$ cat config.mk
export PLATFORM = sky130hd
export DESIGN_NAME = output_stage_flat
export DESIGN_NICKNAME = d
export VERILOG_FILES = /design/src/dg_pkg.sv /design/src/pulse_timing_if.sv /design/src/host_bus_if.sv /design/src/output_stage.sv /design/src/flat_wrapper.sv
export VERILOG_INCLUDE_DIRS = /design/src
export SDC_FILE = /design/constraint.sdc
export NUM_CORES = 1
export LEC_CHECK = 0
export ABC_CLOCK_PERIOD_IN_PS = 1040
export BUFFER_PORTS_ARGS = -buffer_cell sky130_fd_sc_hd__buf_2
export CORE_MARGIN = 2
export CORE_UTILIZATION = 24
export CTS_CLUSTER_SIZE = 8
export DETAILED_ROUTE_END_ITERATION = 10
export GPL_ROUTABILITY_DRIVEN = 0
export HOLD_SLACK_MARGIN = 0.05
export PLACE_DENSITY = 0.76
export SLEW_MARGIN = 5
export SYNTH_ARGS = -nofsm -noshare
export SYNTH_HDL_FRONTEND = slang
export SYNTH_SLANG_ARGS = --single-unit
export TNS_END_PERCENT = 10
$ cat constraint.sdc
create_clock -name clk100 -period 1.04 [get_ports clk100]
set_clock_uncertainty 0.15 [all_clocks]
set_input_delay 0.052 -clock clk100 [delete_from_list [all_inputs] [get_ports clk100]]
set_output_delay 0.052 -clock clk100 [all_outputs]
set_load 0.1 [all_outputs]
$ cat src/dg_defs.svh
// delay generator definitions
// channel and page counts, widths, interval limits and the register map
`ifndef DG_DEFS_SVH
`define DG_DEFS_SVH

// ====================
// sizes
// ====================
`define DG_NCHANNELS      7     // delay channels
`define DG_NPAGES         4     // protocol pages
`define DG_NPINS          5     // combined output pins
`define DG_TIME_W         32    // delays, widths, intervals, counts
`define DG_DATA_W         64    // bus word
`define DG_ADDR_W         4     // bus address

// ====================
// timing limits
// ====================
`define DG_MIN_INTERVAL   1000  // 10 us at clk100
`define DG_RESET_INTERVAL 2000  // short default period
`define DG_MODEL_NUMBER   32'h20210801

// ====================
// register map
// ====================
`define DG_REG_INTERVAL   0
`define DG_REG_PAIR0      1     // pairs at 1 through 7
`define DG_REG_POLARITY   11    // write only
`define DG_REG_FLAGS      12
`define DG_REG_TIMESTAMP  13
`define DG_REG_STATUS     14
`define DG_REG_COMMIT     15

`endif
$ cat src/dg_pkg.sv
// delay generator types
// vector typedefs for bus, timing and pins, plus the period state enum
`include "dg_defs.svh"

package dg_pkg;

   // ====================
   // vectors
   // ====================
   typedef logic [`DG_TIME_W-1:0] dg_time_t;     // clk100 cycle count
   typedef logic [`DG_DATA_W-1:0] dg_word_t;     // bus word, delay in upper half
   typedef logic [`DG_ADDR_W-1:0] dg_addr_t;     // register address

   typedef logic [$clog2(`DG_NPAGES)-1:0] dg_page_t;  // protocol page number

   // pin order: push, inject, eject, gate, adc from bit 0 up
   typedef logic [`DG_NPINS-1:0] dg_pins_t;

   // ====================
   // sequencer state
   // ====================
   // idle only lasts until the first t0 after reset
   // reload means a committed page waits for the next wrap
   typedef enum logic [1:0] {
      seq_idle,
      seq_run,
      seq_reload
   } seq_state_t;

endpackage

$ cat src/pulse_timing_if.sv
// period timing and channel pulses
// sequencer drives t0, period count and active pairs, channels return pulses
`timescale 1ns/1ns
`include "dg_defs.svh"

interface pulse_timing_if;
   import dg_pkg::*;

   logic                     t0;            // one cycle per period
   dg_time_t                 period_count;  // zero in the t0 cycle
   dg_word_t                 active_pairs [`DG_NCHANNELS];  // {delay, width}
   logic [`DG_NCHANNELS-1:0] pulses;        // one bit per channel

   modport source (
      output t0, period_count, active_pairs
   );

   modport channel (
      input  period_count, active_pairs,
      output pulses
   );

   modport sink (
      input  t0, pulses
   );

endinterface

$ cat src/host_bus_if.sv
// host register bus
// single-cycle writes, reads answered with rvalid one cycle later
`timescale 1ns/1ns

interface host_bus_if;
   import dg_pkg::*;

   logic     write;    // accepted in its own cycle
   logic     read;
   dg_addr_t addr;
   dg_word_t wdata;
   dg_word_t rdata;    // valid with rvalid
   logic     rvalid;

   modport owner (
      output write, read, addr, wdata,
      input  rdata, rvalid
   );

   modport sequencer (
      input  write, read, addr, wdata,
      output rdata, rvalid
   );

   // output stage only snoops polarity writes
   modport out_stage (
      input  write, addr, wdata
   );

endinterface

$ cat src/output_stage.sv
// output stage
// groups the channel pulses onto the five pins, applies the polarity mask
// and registers pins and t0 with matching latency
`timescale 1ns/1ns
`include "dg_defs.svh"

module output_stage (
   input  logic             clk100,
   input  logic             hps_fpga_reset_n,
   host_bus_if.out_stage    bus,
   pulse_timing_if.sink     timing,
   output dg_pkg::dg_pins_t dg_pins,
   output logic             dg_t0
);
   import dg_pkg::*;

   dg_pins_t polarity;   // 1 = active high
   dg_pins_t active;
   dg_pins_t level;
   logic     t0_d;       // matches the channel register

   // ====================
   // pin grouping
   // ====================
   assign active[0] = timing.pulses[0];                      // push
   assign active[1] = timing.pulses[1];                      // inject
   assign active[2] = timing.pulses[2] | timing.pulses[3];   // eject 0,1
   assign active[3] = timing.pulses[4] | timing.pulses[5];   // gate 0,1
   assign active[4] = timing.pulses[6];                      // adc

   // active low unless the mask bit is set
   assign level = ~(active ^ polarity);

   always_ff @(posedge clk100) begin
      if (!hps_fpga_reset_n) begin
         polarity <= '0;
      end else if (bus.write && bus.addr == dg_addr_t'(`DG_REG_POLARITY)) begin
         polarity <= bus.wdata[`DG_NPINS-1:0];
      end
   end

   // ====================
   // output registers
   // ====================
   always_ff @(posedge clk100) begin
      if (!hps_fpga_reset_n) begin
         t0_d    <= 1'b0;
         dg_t0   <= 1'b0;
         dg_pins <= '1;       // inactive with mask cleared
      end else begin
         t0_d    <= timing.t0;
         dg_t0   <= t0_d;
         dg_pins <= level;
      end
   end

endmodule

$ cat src/flat_wrapper.sv
// flat-port wrapper written by rule: the top's interface ports become plain ports
module output_stage_flat import dg_pkg::*;
  (clk100, hps_fpga_reset_n, dg_pins, dg_t0, bus_write, bus_addr, bus_wdata, timing_t0, timing_pulses);
  host_bus_if bus_i ();
  pulse_timing_if timing_i ();
  input  logic clk100;
  input  logic hps_fpga_reset_n;
  output dg_pkg::dg_pins_t dg_pins;
  output logic dg_t0;
  input wire logic [$bits(bus_i.write)-1:0] bus_write;
  input wire logic [$bits(bus_i.addr)-1:0] bus_addr;
  input wire logic [$bits(bus_i.wdata)-1:0] bus_wdata;
  input wire logic [$bits(timing_i.t0)-1:0] timing_t0;
  input wire logic [$bits(timing_i.pulses)-1:0] timing_pulses;
  assign bus_i.write = bus_write;
  assign bus_i.addr = bus_addr;
  assign bus_i.wdata = bus_wdata;
  assign timing_i.t0 = timing_t0;
  assign timing_i.pulses = timing_pulses;
  output_stage u_core (.clk100(clk100), .hps_fpga_reset_n(hps_fpga_reset_n), .bus(bus_i), .timing(timing_i), .dg_pins(dg_pins), .dg_t0(dg_t0));
endmodule
==> impl_metrics.json <==
{
  "run_status": "finished, violations left",
  "violations": "negative hold slack",
  "power_w": 0.00111,
  "fin_crit_ns": 1.03,
  "syn_inst": 46,
  "cts_setup_buffers": 0,
  "cts.sinks": 12,
  "ir_drop_mv": 0.655,
  "worstPathArrival_ns": 1.09,
  "reg2reg_from": "u_core.polarity[2]$_SDFFE_PN0P_",
  "yosysTopAreaCellShare_pct": 53.6,
  "globalRouteMet3Util_pct": 5.00,
  "path_max_fanout": 2,
  "start_kind": "primary input",
  "hold_depth": 3,
  "numPortBuffers": 25,
  "timing.hold.worst.class": "primary input to flip-flop",
  "post-route-period-util_pct": 98.9,
  "worstSkewPairLatency_ns": 0.27,
  "ctsHoldBuffers": 11,
  "cts-root-buf": "clkbuf_4",
  "cts_made_buffers": 3,
  "synth.most_common_cell": "nand2_1",
  "hold_viol_final": 5,
  "drt_pass1_iterations": 5,
  "reg2regPathDepth": 2,
  "globalRouteMet1Util_pct": 12.0,
  "clk_pin_slew_ns": 0.08,
  "slew_headroom_pct": 81.9,
  "placedCellCount": 93,
  "drcViolationCount": 0,
  "ys_seq_area_share_pct": 53.6,
  "setup_viol": 0,
  "clock.fmax_mhz": 973,
  "yosys_most_used_dff": "dfxtp_1",
  "io_pins": 85,
  "antenna_found_initial": 0,
  "fillers": 170,
  "whs_endpoint": "u_core.dg_pins[2]$_SDFF_PN1_",
  "rsz0062_at_grt": "yes",
  "ys_top_cells_by_area": "dfxtp_1 54%, nand2_1 12%, mux2i_1 11%, xor2_1 5.9%, and2_1 2.8%",
  "die_w_um": 47.2,
  "r2r_end": "u_core.dg_pins[2]$_SDFF_PN1_",
  "syn_avg_cell_area_um2": 9.74,
  "worst_slew_pin_slew_ns": 0.271,
  "instances_no_fill": 107,
  "die_area_um2": 2230,
  "synth_commonest_cells": "14 x nand2_1, 12 x dfxtp_1, 5 x mux2i_1",
  "area_delta_synth_final_pct": 83.2,
  "postLayoutCoreUtil_pct": 47.0,
  "num_rows": 15,
  "seqCellArea_um2": 246,
  "fin_tns_setup_ns": 0,
  "required_ns": 1.10,
  "yosysWarnings": 0,
  "final_nets": 162,
  "synth_area_leader_cell": "dfxtp_1",
  "routedWlPerCell_um": 9.44,
  "netlist_area_um2": 448,
  "grt_first_pass_wirelength_um": 1750,
  "cp-end-kind": "flip-flop",
  "power_density_nw_per_um2": 1360,
  "whs_ns": -0.113,
  "vias_per_cell": 4.03,
  "ctsHtreeMaxLevel": 1,
  "grt_max_degree": 18,
  "die_h_um": 47.2,
  "async_reset_ff_share_pct": 0,
  "design.core.area_um2": 1750,
  "ys_types": 11,
  "clock_path_buffers": 2,
  "min_from": "timing_pulses[3]",
  "cts_tree": "yes",
  "drive_gt1_share_pct": 41.5,
  "antenna_left": 0,
  "cap_violations": 0,
  "num_vias": 431,
  "n_antenna_cell": 0,
  "r2r_slack_ns": 0.06,
  "grt-ovfl-total": 0,
  "multi_input_area_um2": 186,
  "gr-max-usage-layer": "met2",
  "power.leakage_nw": 0.367,
  "use_met2_pct": 19.7,
  "start_util_pct": 25.7,
  "track_usage_pct": 11.4,
  "grt_pass1_vias": 437,
  "synth_edf_count": 0,
  "drt_iter0_markers": 1,
  "ys_seq_elements": 12,
  "drv_slew": 0,
  "wl_um": 1010,
  "synth_fp_nets": 125,
  "path_class": "primary input to flip-flop"
}
sequential cells by signal, summed over array words and instances (netlist names):
signal / cells
u_core.dg_t0: 1
u_core.t0_d: 1
u_core.polarity: 5
u_core.dg_pins: 5
metrics by stage:
step / worst slack [ns] / instance area [um2]
floorplan: -0.0710 / 449
global placement: 0.0526 / 674
detailed placement: 0.0181 / 674
CTS: 0.00511 / 822
global route: -0.0171 / 821
finish: 0.0118 / 821
placed cells by master, fill, tap and decap left out:
master | synthesis | routed
buf_12 | 0 | 6
and2_1 | 2 | 2
dfxtp_2 | 0 | 5
and4bb_2 | 1 | 1
dfxtp_1 | 12 | 7
o21ai_0 | 2 | 2
nand3_1 | 2 | 2
dlygate4sd3_1 | 0 | 11
nand2_1 | 14 | 14
xor2_1 | 3 | 3
clkbuf_4 | 0 | 3
mux2i_1 | 5 | 5
or3_1 | 2 | 2
buf_2 | 2 | 18
clkbuf_8 | 0 | 1
per-layer routing:
layer  wire (um)  part of all wire (%)  vias to the layer above
met2         509                    50                       21
met4           0                     0                        0
li1            -                     -                      219
met3          71                   7.0                        0
met5           0                     0                        -
met1         429                    42                      191
final cells by class:
| type | instances | share of cell area, % |
|---|---|---|
| clock buffers | 4 | 4.42 |
| multi-input cells | 31 | 22.7 |
| flip-flops and latches | 12 | 30.0 |
| well taps | 25 | 3.81 |
| repair buffers | 35 | 39.0 |
cell families (layout without fill, tap and decap cells):
group           count (synthesis)  after routing  share of synthesized area, %
compound gates                  2              2                          2.23
xor+xnor                        3              3                          5.87
buf+inv                         3             39                          4.75
flops                          12             12                          53.6
mux                             5              5                          11.2
simple gates                   21             21                          22.3
critical path, cell delays in order:
cell           delay [ns]
dlygate4sd3_1        0.53
buf_2                0.12
or3_1                0.30
nand3_1              0.08
what timing repair did:
| item | in CTS | in global routing |
|---|---|---|
| pin swaps | 0 | 1 |
| endpoints found under the hold margin | 12 | 7 |
| gates resized for setup | 1 | 3 |
| setup endpoints to repair | 1 | 5 |
power breakdown:
| group | total (W) | switching [W] | internal [W] |
|---|---|---|---|
| clock | 0.000362 | 0.000149 | 0.000212 |
| sequential | 0.000493 | 0.0000134 | 0.000480 |
| combinational | 0.000257 | 0.000140 | 0.000117 |
| total | 0.00111 | 0.000303 | 0.000810 |
worst max path at each step:
stage	depth (start not counted)	start	end
global placement	4	bus_write	u_core.polarity[2]$_SDFFE_PN0P_
CTS	1	u_core.dg_pins[2]$_SDFF_PN1_	dg_pins[2]
detailed placement	4	bus_write	u_core.polarity[4]$_SDFFE_PN0P_
finish	4	timing_pulses[4]	u_core.dg_pins[3]$_SDFF_PN1_
global route	4	timing_pulses[4]	u_core.dg_pins[3]$_SDFF_PN1_
floorplan	0	u_core.dg_pins[1]$_SDFF_PN1_	dg_pins[1]
Note: power is estimated with default switching activity, not from simulation.
